## config.mk

```make
export PLATFORM = sky130hd
export DESIGN_NAME = doodleTop
export DESIGN_NICKNAME = d
export VERILOG_FILES = /design/src/doodlePkg.sv /design/src/doodleCtrl.sv /design/src/doodleTop.sv /design/src/horizontalMotion.sv /design/src/platformHit.sv /design/src/scoreKeeper.sv /design/src/verticalMotion.sv
export SDC_FILE = /design/constraint.sdc
export NUM_CORES = 1
export LEC_CHECK = 0
export ABC_AREA = 1
export BUFFER_PORTS_ARGS = -buffer_cell sky130_fd_sc_hd__clkbuf_2
export CAP_MARGIN = 20
export CORE_ASPECT_RATIO = 1.2
export CORE_MARGIN = 2
export CORE_UTILIZATION = 29
export DETAILED_ROUTE_END_ITERATION = 8
export SYNTH_ARGS = -nofsm -noshare
export SYNTH_HDL_FRONTEND = slang
export SYNTH_SLANG_ARGS = --single-unit
```

## constraint.sdc

```tcl
create_clock -name Reset -period 7.53 [get_ports Reset]
set_clock_uncertainty 0.05 [all_clocks]
set_input_delay 0.753 -clock Reset [delete_from_list [all_inputs] [get_ports Reset]]
set_output_delay 0.753 -clock Reset [all_outputs]
set_load 0.005 [all_outputs]
```

## src/doodlePkg.sv

```systemverilog
package doodlePkg;

	// datapath widths
	localparam int PosW = 10;
	localparam int ScoreW = 20;

	// screen geometry
	localparam int ScreenYMax = 479;	// floor line
	localparam int ScreenXMax = 639;
	localparam int WrapMargin = 25;
	localparam int WrapLow = 96;	// landing x after wrapping off the right side
	localparam int WrapHigh = 543;	// landing x after wrapping off the left side

	// object half sizes
	localparam int DoodleSize = 6;
	localparam int PlatHalfW = 20;
	localparam int PlatHalfH = 3;
	localparam int SpringHalf = 4;

	// physics, all per frame
	localparam int JumpSpeed = 12;
	localparam int SpringSpeed = 20;
	localparam int MaxFall = 8;
	localparam int XStep = 4;

	// start state
	localparam int StartX = 330;
	localparam int StartY = 300;
	localparam int ScoreLimit = 256;	// floor keeps bouncing below this score

	// keyboard codes
	localparam logic [7:0] KeyRight = 8'd7;
	localparam logic [7:0] KeyRightAlt = 8'd79;
	localparam logic [7:0] KeyLeft = 8'd4;
	localparam logic [7:0] KeyLeftAlt = 8'd80;
	localparam logic [7:0] KeyStart = 8'd40;
	localparam logic [7:0] KeyPause = 8'd19;

	// game modes
	localparam logic [1:0] ModeIdle = 2'd0;
	localparam logic [1:0] ModePlay = 2'd1;
	localparam logic [1:0] ModePause = 2'd2;
	localparam logic [1:0] ModeOver = 2'd3;

endpackage

```

## src/doodleCtrl.sv

```systemverilog
`timescale 1ns/10ps

module doodleCtrl import doodlePkg::*; (
	input logic Reset,
	input logic frame_clk,
	input logic frameTick,
	input logic [7:0] keycode,
	input logic floorHit,
	input logic [ScoreW-1:0] score,
	output logic [1:0] mode,
	output logic step,
	output logic restart
);

	logic [7:0] prevKey;	// key seen on the last frame tick
	logic startPress;
	logic pausePress;
	logic gameOver;
	logic [1:0] modeNext;
	logic startOk;

	// a press is a new key on this tick, so holding a key acts once
	assign startPress = frameTick && (keycode == KeyStart) && (prevKey != KeyStart);
	assign pausePress = frameTick && (keycode == KeyPause) && (prevKey != KeyPause);

	// floor reached after the grace score, decided on the step itself
	assign gameOver = step && floorHit && (score >= ScoreLimit);

	assign startOk = startPress && ((mode == ModeIdle) || (mode == ModeOver));

	always_comb
	begin
		modeNext = mode;
		unique case (mode)
			ModeIdle, ModeOver:
				if (startPress)
					modeNext = ModePlay;
			ModePlay:
			begin
				if (gameOver)
					modeNext = ModeOver;
				else if (pausePress)
					modeNext = ModePause;
			end
			ModePause:
				if (pausePress)
					modeNext = ModePlay;
		endcase
	end

	always_ff @(posedge Reset or posedge frame_clk)
	begin
		if (frame_clk)
		begin
			mode <= ModeIdle;
			prevKey <= 8'd0;
			step <= 1'b0;
			restart <= 1'b0;
		end
		else
		begin
			mode <= modeNext;
			if (frameTick)
				prevKey <= keycode;
			// only frames that start and stay in play get stepped
			step <= frameTick && (mode == ModePlay) && (modeNext == ModePlay);
			restart <= startOk;
		end
	end

endmodule

```

## src/doodleTop.sv

```systemverilog
`timescale 1ns/10ps

module doodleTop import doodlePkg::*; #(
	parameter int NumPlats = 16
) (
	input logic Reset,
	input logic frame_clk,
	input logic frameTick,
	input logic [7:0] keycode,
	input logic [NumPlats*PosW-1:0] platX,
	input logic [NumPlats*PosW-1:0] platY,
	input logic [NumPlats-1:0] platGone,
	input logic [PosW-1:0] springX,
	input logic [PosW-1:0] springY,
	output logic [PosW-1:0] doodleX,
	output logic [PosW-1:0] doodleY,
	output logic signed [PosW-1:0] velY,
	output logic [ScoreW-1:0] score,
	output logic [1:0] mode,
	output logic platLand
);

	logic step;
	logic restart;
	logic springLand;
	logic floorHit;

	// mode and frame strobes
	doodleCtrl ctrl0 (
		.Reset(Reset),
		.frame_clk(frame_clk),
		.frameTick(frameTick),
		.keycode(keycode),
		.floorHit(floorHit),
		.score(score),
		.mode(mode),
		.step(step),
		.restart(restart)
	);

	platformHit #(
		.NumPlats(NumPlats)
	) hit0 (
		.doodleX(doodleX),
		.doodleY(doodleY),
		.platX(platX),
		.platY(platY),
		.platGone(platGone),
		.springX(springX),
		.springY(springY),
		.platLand(platLand),
		.springLand(springLand)
	);

	verticalMotion vert0 (
		.Reset(Reset),
		.frame_clk(frame_clk),
		.step(step),
		.restart(restart),
		.platLand(platLand),
		.springLand(springLand),
		.doodleY(doodleY),
		.velY(velY),
		.floorHit(floorHit)
	);

	horizontalMotion horiz0 (
		.Reset(Reset),
		.frame_clk(frame_clk),
		.step(step),
		.restart(restart),
		.keycode(keycode),
		.doodleX(doodleX)
	);

	scoreKeeper score0 (
		.Reset(Reset),
		.frame_clk(frame_clk),
		.step(step),
		.restart(restart),
		.doodleY(doodleY),
		.score(score)
	);

endmodule

```

## src/horizontalMotion.sv

```systemverilog
`timescale 1ns/10ps

module horizontalMotion import doodlePkg::*; (
	input logic Reset,
	input logic frame_clk,
	input logic step,
	input logic restart,
	input logic [7:0] keycode,
	output logic [PosW-1:0] doodleX
);

	logic nearRight;
	logic nearLeft;
	logic [PosW-1:0] xNext;

	assign nearRight = (int'(doodleX) + DoodleSize) >= (ScreenXMax - WrapMargin);
	assign nearLeft = int'(doodleX) <= (WrapMargin + DoodleSize);	// x - size <= margin

	always_comb
	begin
		if (nearRight)
			xNext = PosW'(WrapLow);
		else if (nearLeft)
			xNext = PosW'(WrapHigh);
		else
		begin
			unique case (keycode)
				KeyRight, KeyRightAlt:
					xNext = doodleX + PosW'(XStep);
				KeyLeft, KeyLeftAlt:
					xNext = doodleX - PosW'(XStep);
				default:
					xNext = doodleX;	// no steering key held
			endcase
		end
	end

	always_ff @(posedge Reset or posedge frame_clk)
	begin
		if (frame_clk)
			doodleX <= PosW'(StartX);
		else if (restart)
			doodleX <= PosW'(StartX);
		else if (step)
			doodleX <= xNext;
	end

endmodule

```

## src/platformHit.sv

```systemverilog
`timescale 1ns/10ps

module platformHit import doodlePkg::*; #(
	parameter int NumPlats = 16
) (
	input logic [PosW-1:0] doodleX,
	input logic [PosW-1:0] doodleY,
	input logic [NumPlats*PosW-1:0] platX,
	input logic [NumPlats*PosW-1:0] platY,
	input logic [NumPlats-1:0] platGone,
	input logic [PosW-1:0] springX,
	input logic [PosW-1:0] springY,
	output logic platLand,
	output logic springLand
);

	// feet against an object of the given half sizes centred at (ox, oy)
	function automatic logic landsOn(
		input logic [PosW-1:0] dx0,
		input logic [PosW-1:0] dy0,
		input logic [PosW-1:0] ox,
		input logic [PosW-1:0] oy,
		input int halfW,
		input int halfH
	);
		int feet;
		int dx;
		int dy;
		feet = int'(dy0) + DoodleSize;
		dx = int'(dx0) - int'(ox);
		dy = feet - int'(oy);
		return (dy <= halfH) && (dy >= -halfH) &&
			(dx <= halfW + DoodleSize) && (dx >= -(halfW + DoodleSize));
	endfunction

	always_comb
	begin
		platLand = 1'b0;
		for (int i = 0; i < NumPlats; i++)
		begin
			if (!platGone[i] && landsOn(doodleX, doodleY, platX[i*PosW +: PosW],
					platY[i*PosW +: PosW], PlatHalfW, PlatHalfH))
				platLand = 1'b1;
		end
	end

	// spring is square, same half size both ways
	assign springLand = landsOn(doodleX, doodleY, springX, springY, SpringHalf, SpringHalf);

endmodule

```

## src/scoreKeeper.sv

```systemverilog
`timescale 1ns/10ps

module scoreKeeper import doodlePkg::*; (
	input logic Reset,
	input logic frame_clk,
	input logic step,
	input logic restart,
	input logic [PosW-1:0] doodleY,
	output logic [ScoreW-1:0] score
);

	logic [PosW-1:0] bestY;	// highest point so far, smaller y is higher
	logic newHigh;
	logic [PosW-1:0] gain;

	assign newHigh = doodleY < bestY;
	assign gain = bestY - doodleY;

	always_ff @(posedge Reset or posedge frame_clk)
	begin
		if (frame_clk)
		begin
			bestY <= PosW'(StartY);
			score <= '0;
		end
		else if (restart)
		begin
			bestY <= PosW'(StartY);
			score <= '0;
		end
		else if (step && newHigh)
		begin
			// only fresh height is paid for
			score <= score + ScoreW'(gain);
			bestY <= doodleY;
		end
	end

endmodule

```

## src/verticalMotion.sv

```systemverilog
`timescale 1ns/10ps

module verticalMotion import doodlePkg::*; (
	input logic Reset,
	input logic frame_clk,
	input logic step,
	input logic restart,
	input logic platLand,
	input logic springLand,
	output logic [PosW-1:0] doodleY,
	output logic signed [PosW-1:0] velY,
	output logic floorHit
);

	logic falling;
	logic signed [PosW-1:0] velNext;

	assign floorHit = (int'(doodleY) + DoodleSize) >= ScreenYMax;
	assign falling = (velY >= 0);	// zero counts as falling

	// spring wins over a plain bounce
	always_comb
	begin
		if (falling && springLand)
			velNext = -PosW'(SpringSpeed);
		else if (falling && (platLand || floorHit))
			velNext = -PosW'(JumpSpeed);
		else if (velY >= MaxFall)
			velNext = PosW'(MaxFall);	// terminal speed
		else
			velNext = velY + PosW'(1);	// gravity
	end

	always_ff @(posedge Reset or posedge frame_clk)
	begin
		if (frame_clk)
		begin
			doodleY <= PosW'(StartY);
			velY <= '0;
		end
		else if (restart)
		begin
			doodleY <= PosW'(StartY);
			velY <= '0;
		end
		else if (step)
		begin
			doodleY <= doodleY + $unsigned(velY);	// position uses the old speed
			velY <= velNext;
		end
	end

endmodule
```

[Yosys cells after proc, flatten, opt, wreduce, memory -nomap -nowiden]
Index checks and enable logic that the tools add are counted.
Cells by class
  eq/ne operators: 12
  reductions and logical operators: 105
  add/sub/neg operators: 42
  order comparisons: 75
  muxes and demuxes: 37
Operators with widths (number)
  $ge A32 B3 Y1 const B: 17
  $sub A32 B11 Y32: 17
  $ge A32 B6 Y1 const B: 16
  $le A32 B3 Y1 const B: 16
  $le A32 B6 Y1 const B: 16
  $sub A10 B10 Y11: 17
  $mux W10: 13
  $logic_and A1 B1 Y1: 79
  $mux W20: 2
  $ge A32 B11 Y1 const B: 1
  $ge A32 B5 Y1 const B: 1
  $le A32 B4 Y1 const B: 1
  $le A32 B5 Y1 const B: 1
  $add A10 B3 Y11 const B: 2
  $add A20 B10 Y20: 1
  $ge A20 B9 Y1 const B: 1
  $pmux W10 S2: 1
  $eq A8 B3 Y1 const B: 2
  $eq A8 B7 Y1 const B: 2
  $logic_not A1 Y1: 16
  $mux W1: 16
  $ge A11 B9 Y1 const B: 1
  $add A10 B10 Y10: 1
  $add A10 B2 Y10 const B: 1
  other kinds (21): 30
Word-level totals
  output and inout port bits: 53
  logic and storage cells: 280
  bits in registers: 72

[Longest topological paths before layout]
Gate-level depths: netlist of run 1.
  depth in word-level cells: 29
  gate-level depth with buffers: 38
  mapped depth without buffers: 38

[Hierarchy]
Synthesis of run 1 repeated with hierarchy kept, for this count alone.
Unflattened totals
  cells, all modules: 4657
  area total of the unflattened synthesis: 26606.8 µm²
Modules (own cells, without submodules)
  platformHit: cells each 3756, area an instance 20294.5 µm², sequential area each 0.0 µm², instances 1
  scoreKeeper: cells each 367, area an instance 2708.8 µm², sequential area each 755.7 µm², instances 1
  verticalMotion: cells each 241, area an instance 1742.9 µm², sequential area each 505.5 µm², instances 1
  horizontalMotion: cells each 188, area an instance 1158.6 µm², sequential area each 255.2 µm², instances 1
  doodleCtrl: cells each 105, area an instance 701.9 µm², sequential area each 300.3 µm², instances 1

[Worst setup path before layout of run 1]
Ideal clock, no wire load.
  path kind: register to output
  start point: reg vert0.doodleY[1]
  end point: out platLand
  buffers on the path: 0
  data arrival time: 5.111 ns
  required time: 6.727 ns
  setup slack: 1.616 ns
  stages on the path, launching flop included: 30
  path through: dfrtp_1 -> inv_2 -> ha_1 -> nor3_1 -> inv_1 -> nor2_1 -> inv_1 -> nor3_2 -> xor2_1 -> ha_1 -> nand2_1 -> inv_1 -> nand2_1 -> o21ai_0 -> nor2_1 -> nand2_1 -> inv_1 -> ha_1 -> nand3b_1 -> nor2_1 -> nand3_1 -> nor2_1 -> nand3_1 -> nor2_1 -> nand2_1 -> a21oi_1 -> nand4_1 -> nand4_1 -> nor2_2 -> nand2_1
On the way
  word-level cells in the longest chain between the ends: 23
  elaborated cells between the ends (all ways): 129
  those cells by class: 17 x add/sub; 32 x order compare; 16 x mux; 64 x reduce/logical
Ends and longest elaborated chain
  from (decl): RTL line verticalMotion.sv:10  | output logic [PosW-1:0] doodleY,
  from (signal assigned): RTL line verticalMotion.sv:38  | doodleY <= PosW'(StartY);
  from (signal assigned): RTL line verticalMotion.sv:43  | doodleY <= PosW'(StartY);
  from (signal assigned): RTL line verticalMotion.sv:48  | doodleY <= doodleY + $unsigned(velY);
  $add A10 B3 Y11 (*): RTL line platformHit.sv:29  | feet = int'(dy0) + DoodleSize;
  $sub A32 B11 Y32: RTL line platformHit.sv:31  | dy = feet - int'(oy);
  $le A32 B3 Y1 or $ge A32 B3 Y1 (tied branches): RTL line platformHit.sv:32  | return (dy <= halfH) && (dy >= -halfH) &&
  $logic_and A1 B1 Y1 (2 in series): RTL line platformHit.sv:32
  $logic_and A1 B1 Y1: RTL line platformHit.sv:33  | (dx <= halfW + DoodleSize) && (dx >= -(halfW + DoodleSize));
  $logic_and A1 B1 Y1: RTL line platformHit.sv:41  | if (!platGone[i] && landsOn(doodleX, doodleY, platX[i*PosW +: PosW],
  $mux W1 (15 in series): RTL line platformHit.sv:41
  $mux W1 (*): RTL line platformHit.sv:41
  to (decl): RTL line doodleTop.sv:20  | output logic platLand
Every way passes the cells marked *; elsewhere a longest branch is shown, timed or not.

[Worst setup path after layout of run 1]
  start point: reg vert0.doodleY[2]
  end point: out platLand
Same word-level chain as after synthesis.

==> summary.txt, run 1 <==
Worst setup path
  • CP max FO: 14
  • Startpoint class of the critical path: register
  • CP delay by family, top: simple AND/OR/NAND/NOR gates
  • Crit path kind: register to primary output
  • Worst EP arrival: ~5.7 ns
  • WP buf/inv: 7
  • Slowest stage cell on the critical path: inv_1
  • Worst path most repeated cell: nor2_1
  • CP max stage delay: around 0.70 ns
  • Critical path required time: 6.73 ns
  • CP endpoint kind: primary output

Routing
  • DRT Pass-1 Iters: 8
  • Final ANT Viol Nets: 0
  • Wire per inst: about 15 um
  • Remaining DRCs: 0
  • Vias per cell: approximately 4.7
  • Initial DRC count: roughly 1800
  • Via count: between 30000 and 40000
  • Final WL: 99200 um

Yosys
  • Post-synth EDFFs: 0
  • YS warnings: 0
  • Top-area cell type share of the netlist area: 0.219
  • Yosys top cell by area: nand2_1
  • Syn_nets: ~5800
  • Sequential share of the synthesized area: 0.0669
  • Most used DFF post-synth: dfrtp_1
  • Cells after Synth: 4999
  • Distinct cell type count after synthesis: 61
  • Yosys reg bits: 72
  • Largest cells by area after synthesis: nand2_1, ha_1, inv_1
  • Syn_area_per_cell: ~5.4 sq um
  • Async set-reset flop share out of synthesis: 1.00
  • Post-Syn Area: between 20000 and 30000 sq um

Finish
  • Commonest non-fill, non-tap cell in the layout: nand2_1
  • Area grow syn2layout: 15.3%
  • Layout cell share with drive strength beyond 1: 0.0981
  • Fin nets: around 6200
  • Most frequent cells in the layout: nand2_1, inv_1, nor2_1
  • Non-filler cells, final: approximately 6700
  • Core Util, Final: 0.338

Global route
  • GRT Resource Usage Total: 0.202
  • Initial antenna violation count: 26
  • Largest net degree at the start of global routing: 73
  • Global-route wire length before repair: between 150000 and 200000 um
  • Vias in the first global route: 30000
  • GRT overflow: 0

Run status
  • Status: complete, no violations

Timing
  • Slew of the pin with the lowest slew margin: 1.05 ns
  • Hold WS: 0.435 ns
  • Final Critical Period: ~6.5 ns
  • Final setup fails: 0
  • Unrepaired setup endpoints after global routing: no
  • Slew Viols, Final: 0
  • Setup TNS: 0 ns
  • Endpoints failing hold: 0
  • Crit share post-route: 0.863
  • Slew margin rel.: 0.299
  • Max Fclk: approximately 150 MHz

Clock network
  • Skew-Pair Late Insertion Delay: 0.33 ns
  • Root Buffer: clkbuf_16
  • Clock slew at reported path FFs: 0.06 ns
  • Clk buf depth: 2
  • Hold-fix buffers at CTS: 0
  • # H-tree levels: 3
  • Clock Sinks: 72
  • CTS tree: done
  • Gates resized, CTS repair: 0
  • Post-CTS Setup Bufs: 0
  • Cts bufs inserted: 9

Floorplan
  • Die Span Y: approximately 340 um
  • Row cnt: approximately 120
  • Die area: between 90000 and 100000 sq um
  • Initial Utilization: 0.293
  • Die Width: roughly 280 um
  • I/O pins: between 400 and 500
  • Core area: ~93000 sq um

Flow run
  • Max Cap Violations: 0

Worst hold path
  • Hold crit path type: register to register

Placed design
  • Post-detail-place hpwl: ~84000 um
  • IO Port Bufs: between 400 and 500
  • DP Cell Count: about 6700
  • GP Congestion: 0.937

Pwr
  • P_leak: slightly below 20 nW
  • Maximum vdd drop: roughly 0.17 mV
  • Power density over the cells: ~430 nW/um^2
==> worst paths after layout <==
check | start | to | slack [ns] | cells after the start
hold reg to reg | ctrl0.prevKey[6] | ctrl0.prevKey[6] | 0.44 | 2
max in group asynchronous | frame_clk | vert0.doodleY[1] | 6.13 | 3
setup / recovery | vert0.doodleY[2] | platLand | 1.03 | 32
hold / removal | ctrl0.prevKey[6] | ctrl0.prevKey[6] | 0.44 | 2
min in group asynchronous | frame_clk | score0.score[14] | 0.65 | 3
setup reg to reg | vert0.doodleY[2] | vert0.velY[3] | 2.02 | 36
==> power by group <==
group / internal (W) / total [W] / switching [W]
registers: 0.000541 / 0.000798 / 0.000257
clock network: 0.000231 / 0.000397 / 0.000166
logic: 0.00433 / 0.0123 / 0.00801
==> cell usage after synthesis, types with 4 or more instances <==
cell type	instances
nand4_1	117
ha_1	400
dfrtp_1	60
nand3b_1	60
nand3_2	5
a21oi_1	239
nand3_1	434
and2_1	5
o21ai_1	10
o211ai_1	9
nand2_1	1586
or2_2	6
o21a_1	7
o22ai_1	9
xor2_1	64
o21ai_0	108
buf_2	4
a21o_1	14
nor2_1	489
a31oi_1	15
nor4_1	11
o21ai_2	5
o21bai_1	27
nor3_1	37
a21boi_0	4
nor3_2	5
dfstp_2	12
xnor2_1	26
clkbuf_1	6
nand2_2	4
nor2_2	10
fa_1	38
a211oi_1	5
inv_1	1117
inv_2	11
==> sequential cells by signal, indices dropped and copies added, names as in the netlist <==
signal          count
vert0.doodleY      10
ctrl0.restart       1
vert0.velY         10
ctrl0.prevKey       8
ctrl0.mode          2
score0.bestY       10
score0.score       20
ctrl0.step          1
horiz0.doodleX     10
==> stage by stage <==
| step | setup WS [ns] | instance area (sq um) | power, W |
|---|---|---|---|
| final | 1.03 | 31300 | 0.0135 |
| after global routing | 0.511 | 31300 | 0.0154 |
| after CTS | 0.872 | 31200 | 0.0135 |
| after detailed placement | 1.25 | 31000 | 0.0130 |
| after global placement | 1.34 | 31000 | 0.0129 |
| after floorplan | 1.62 | 27100 | 0.00987 |
==> cell type report <==
type,instances,area [sq um]
repair buffers,445,2290
multi-input cells,3784,21100
fillers,10600,61200
clock buffers,13,250
inverters,1129,4240
well taps,1240,1550
clock inverters,3,17.5
flip-flops and latches,72,1820
diodes,19,47.5
==> metal layers <==
layer	part of all wire	vias up	routed length (um)	GRT usage
met2	0.47	791	46300	0.351
li1	-	16700	-	-
met3	0.054	200	5370	0.0279
met1	0.43	13800	42500	0.242
met4	0.051	8	5070	0.101
met5	0.00049	-	49	0
==> worst reg2reg max path: cells and delay by family (launching register included) <==
family | cells | cell delay, ns
AOI/OAI and AO/OA | 4 | 0.59
adders and majority gates | 3 | 0.93
buffers and inverters | 6 | 1.04
DFF | 1 | 0.57
and+or+nand+nor | 23 | 2.22
==> kinds of logic (layout without fill, tap and decap cells) <==
family / count (synthesis) / after routing / share of synthesized area
xor+xnor: 90 / 90 / 0.0290
buf+inv: 1143 / 1590 / 0.159
simple gates: 2783 / 2783 / 0.434
other cells: 0 / 19 / 0
compound gates: 473 / 473 / 0.0983
fa+ha+maj: 438 / 438 / 0.212
flops: 72 / 72 / 0.0669
Note: power is estimated with default switching activity, not from simulation.
==> inputs of run 2 (changes only) <==
Settings changed: CTS_BUF_LIST set to sky130_fd_sc_hd__clkbuf_8.
==> run 2 against run 1 <==
  * Via count up 0.16%
  * Register-to-register slack about the same
  * Clock power is 30% lower
  * Cell count unchanged
  * Sequential cell count unchanged
  * Hold slack improved by 0.0095 ns
  * Total power is 0.84% lower
==> summary.txt, run 2 (same netlist as run 1, synthesis figures left out) <==
Worst setup path
  • Slowest stage cell on the critical path: inv_1
  • CP endpoint kind: primary output
  • Startpoint class of the critical path: register
  • Critical path required time: 6.73 ns (about the same)
  • Worst EP arrival: 5.72 ns (+0.02 ns)
  • Crit path kind: register to primary output
  • Worst path most repeated cell: nor2_1
  • CP max stage delay: 0.69 ns (about the same)
  • CP max FO: 14 (unchanged)

Timing
  • Final WS setup: 1.01 ns (-0.0177 ns)
  • Final Critical Period: 6.52 ns (+0.0177 ns)
  • Slew margin rel.: 0.313 (+0.0134)
  • Hold WS: 0.445 ns (+0.00945 ns)
  • Unrepaired setup endpoints after global routing: no
  • Setup TNS: 0 ns (unchanged)
  • Crit share post-route: 0.866 (+0.00236)
  • Max Fclk: 153 MHz (-0.27%)
  • Final setup fails: 0 (unchanged)
  • Slew Viols, Final: 0 (unchanged)
  • Endpoints failing hold: 0 (unchanged)
  • Slew of the pin with the lowest slew margin: 1.03 ns (-0.0200 ns)

Floorplan
  • Core area: 92500 sq um (unchanged)
  • Die Width: 283 um (unchanged)
  • Row cnt: 122 (unchanged)
  • Die area: 96000 sq um (unchanged)
  • Die Span Y: 339 um (unchanged)
  • Initial Utilization: 0.293 (unchanged)
  • I/O pins: 420 (unchanged)

Finish
  • Most frequent cells in the layout: nand2_1, inv_1, nor2_1
  • Max FFs per register: 20 (unchanged)
  • Layout cell share with drive strength beyond 1: 0.0981 (unchanged)
  • Fillers: 10600 (+0.066%)
  • Non-filler cells, final: 6705 (unchanged)
  • Fin nets: 6246 (unchanged)
  • Area grow syn2layout: 14.9%
  • Reg with most FFs: score0.score
  • Multi-input gate area: 21100 sq um (unchanged)
  • Commonest non-fill, non-tap cell in the layout: nand2_1
  • Register area: 1820 sq um (unchanged)

Global route
  • Largest net degree at the start of global routing: 73 (unchanged)
  • Global-route wire length before repair: 154000 um (about the same)
  • GRT overflow: 0 (unchanged)
  • Vias in the first global route: 30000 (-0.0033%)
  • GRT Resource Usage Total: 0.202 (about the same)
  • Initial antenna violation count: 26 (unchanged)

Clock network
  • Cts bufs inserted: 9 (unchanged)
  • CTS tree: done
  • Gates resized, CTS repair: 0 (unchanged)
  • Skew-Pair Late Insertion Delay: 0.36 ns (+0.03 ns)
  • Clock slew at reported path FFs: 0.08 ns (+0.02 ns)
  • Clock Sinks: 72 (unchanged)
  • Post-CTS Setup Bufs: 0 (unchanged)
  • Hold-fix buffers at CTS: 0 (unchanged)
  • # H-tree levels: 3 (unchanged)
  • Root Buffer: clkbuf_8
  • Clk buf depth: 2 (unchanged)

Routing
  • DRT Pass-1 Iters: 6 (-2)
  • Vias per cell: 4.69 (+0.16%)
  • Remaining DRCs: 0 (unchanged)
  • Final ANT Viol Nets: 0 (unchanged)
  • Initial DRC count: 1855 (+3.1%)
  • Via count: 31500 (+0.16%)
  • Final WL: 99300 um (about the same)
  • Wire per inst: 14.8 um (about the same)

Placed design
  • DP Cell Count: 6670 (unchanged)
  • Pre-CTS setup slack: 1.25 ns (unchanged)
  • IO Port Bufs: 419 (unchanged)
  • Post-detail-place hpwl: 83600 um (unchanged)
  • GP Congestion: 0.937 (unchanged)

Flow run
  • Max Cap Violations: 0 (unchanged)

Run status
  • Status: complete, no violations

Pwr
  • Maximum vdd drop: 0.173 mV (+0.57%)
  • Power density over the cells: 430 nW/um^2 (-0.52%)
  • P_leak: 19.7 nW (-0.17%)

Worst hold path
  • Hold crit path type: register to register
-- run 2: cell count changes in the layout (fill, tap and decap cells not counted) --
cell,delta
clkbuf_1,-3
clkbuf_16,-9
clkbuf_8,+9
inv_1,+3
-- run 2: area by class of cell --
class                      count  share of cell area
antenna                       19             0.00152
clock buffer                  10             0.00441
clock inverter                 6            0.000923
inverter                    1129               0.136
multi-input combinational   3784               0.676
sequential                    72              0.0583
tap                         1240              0.0498
timing repair buffer         445              0.0735
-- run 2: worst paths after layout --
kind	slack (ns)	endpoint	cells after the start	startpoint
worst min-delay path	0.44	ctrl0.prevKey[6]	2	ctrl0.prevKey[6]
min in group asynchronous	0.63	score0.score[12]	3	frame_clk
max in group asynchronous	6.16	vert0.doodleY[1]	3	frame_clk
worst max register to register	2.02	vert0.velY[3]	36	vert0.doodleY[2]
worst max-delay path	1.01	platLand	32	vert0.doodleY[2]
worst min register to register	0.44	ctrl0.prevKey[6]	2	ctrl0.prevKey[6]
-- run 2: metal layers --
layer / track usage / vias to the layer above / wire (um)
li1: - / 16600 / -
met1: 0.242 / 13800 / 42200
met2: 0.351 / 855 / 46400
met3: 0.0275 / 200 / 5620
met4: 0.0990 / 8 / 5000
met5: 0 / - / 49
-- run 2: where the power goes --
| group | total [W] | switching (W) | internal [W] |
|---|---|---|---|
| clock network | 0.000277 | 0.000153 | 0.000124 |
| registers | 0.000798 | 0.000258 | 0.000540 |
| logic | 0.0123 | 0.00801 | 0.00433 |
-- run 2: critical path, delay by kind of cell (launching register included) --
kind | cells | cell delay, ns
fa+ha+maj | 3 | 0.90
flops | 1 | 0.58
buf+inv | 7 | 1.21
simple gates | 18 | 2.05
compound gates | 4 | 0.60
-- run 2: through the flow --
step / total power [W] / utilization / cell area, sq um
after floorplan: 0.00987 / - / 27100
after global placement: 0.0129 / 0.335 / 31000
after detailed placement: 0.0130 / 0.335 / 31000
after CTS: 0.0134 / 0.337 / 31100
after global routing: 0.0153 / 0.337 / 31200
final: 0.0134 / 0.337 / 31200
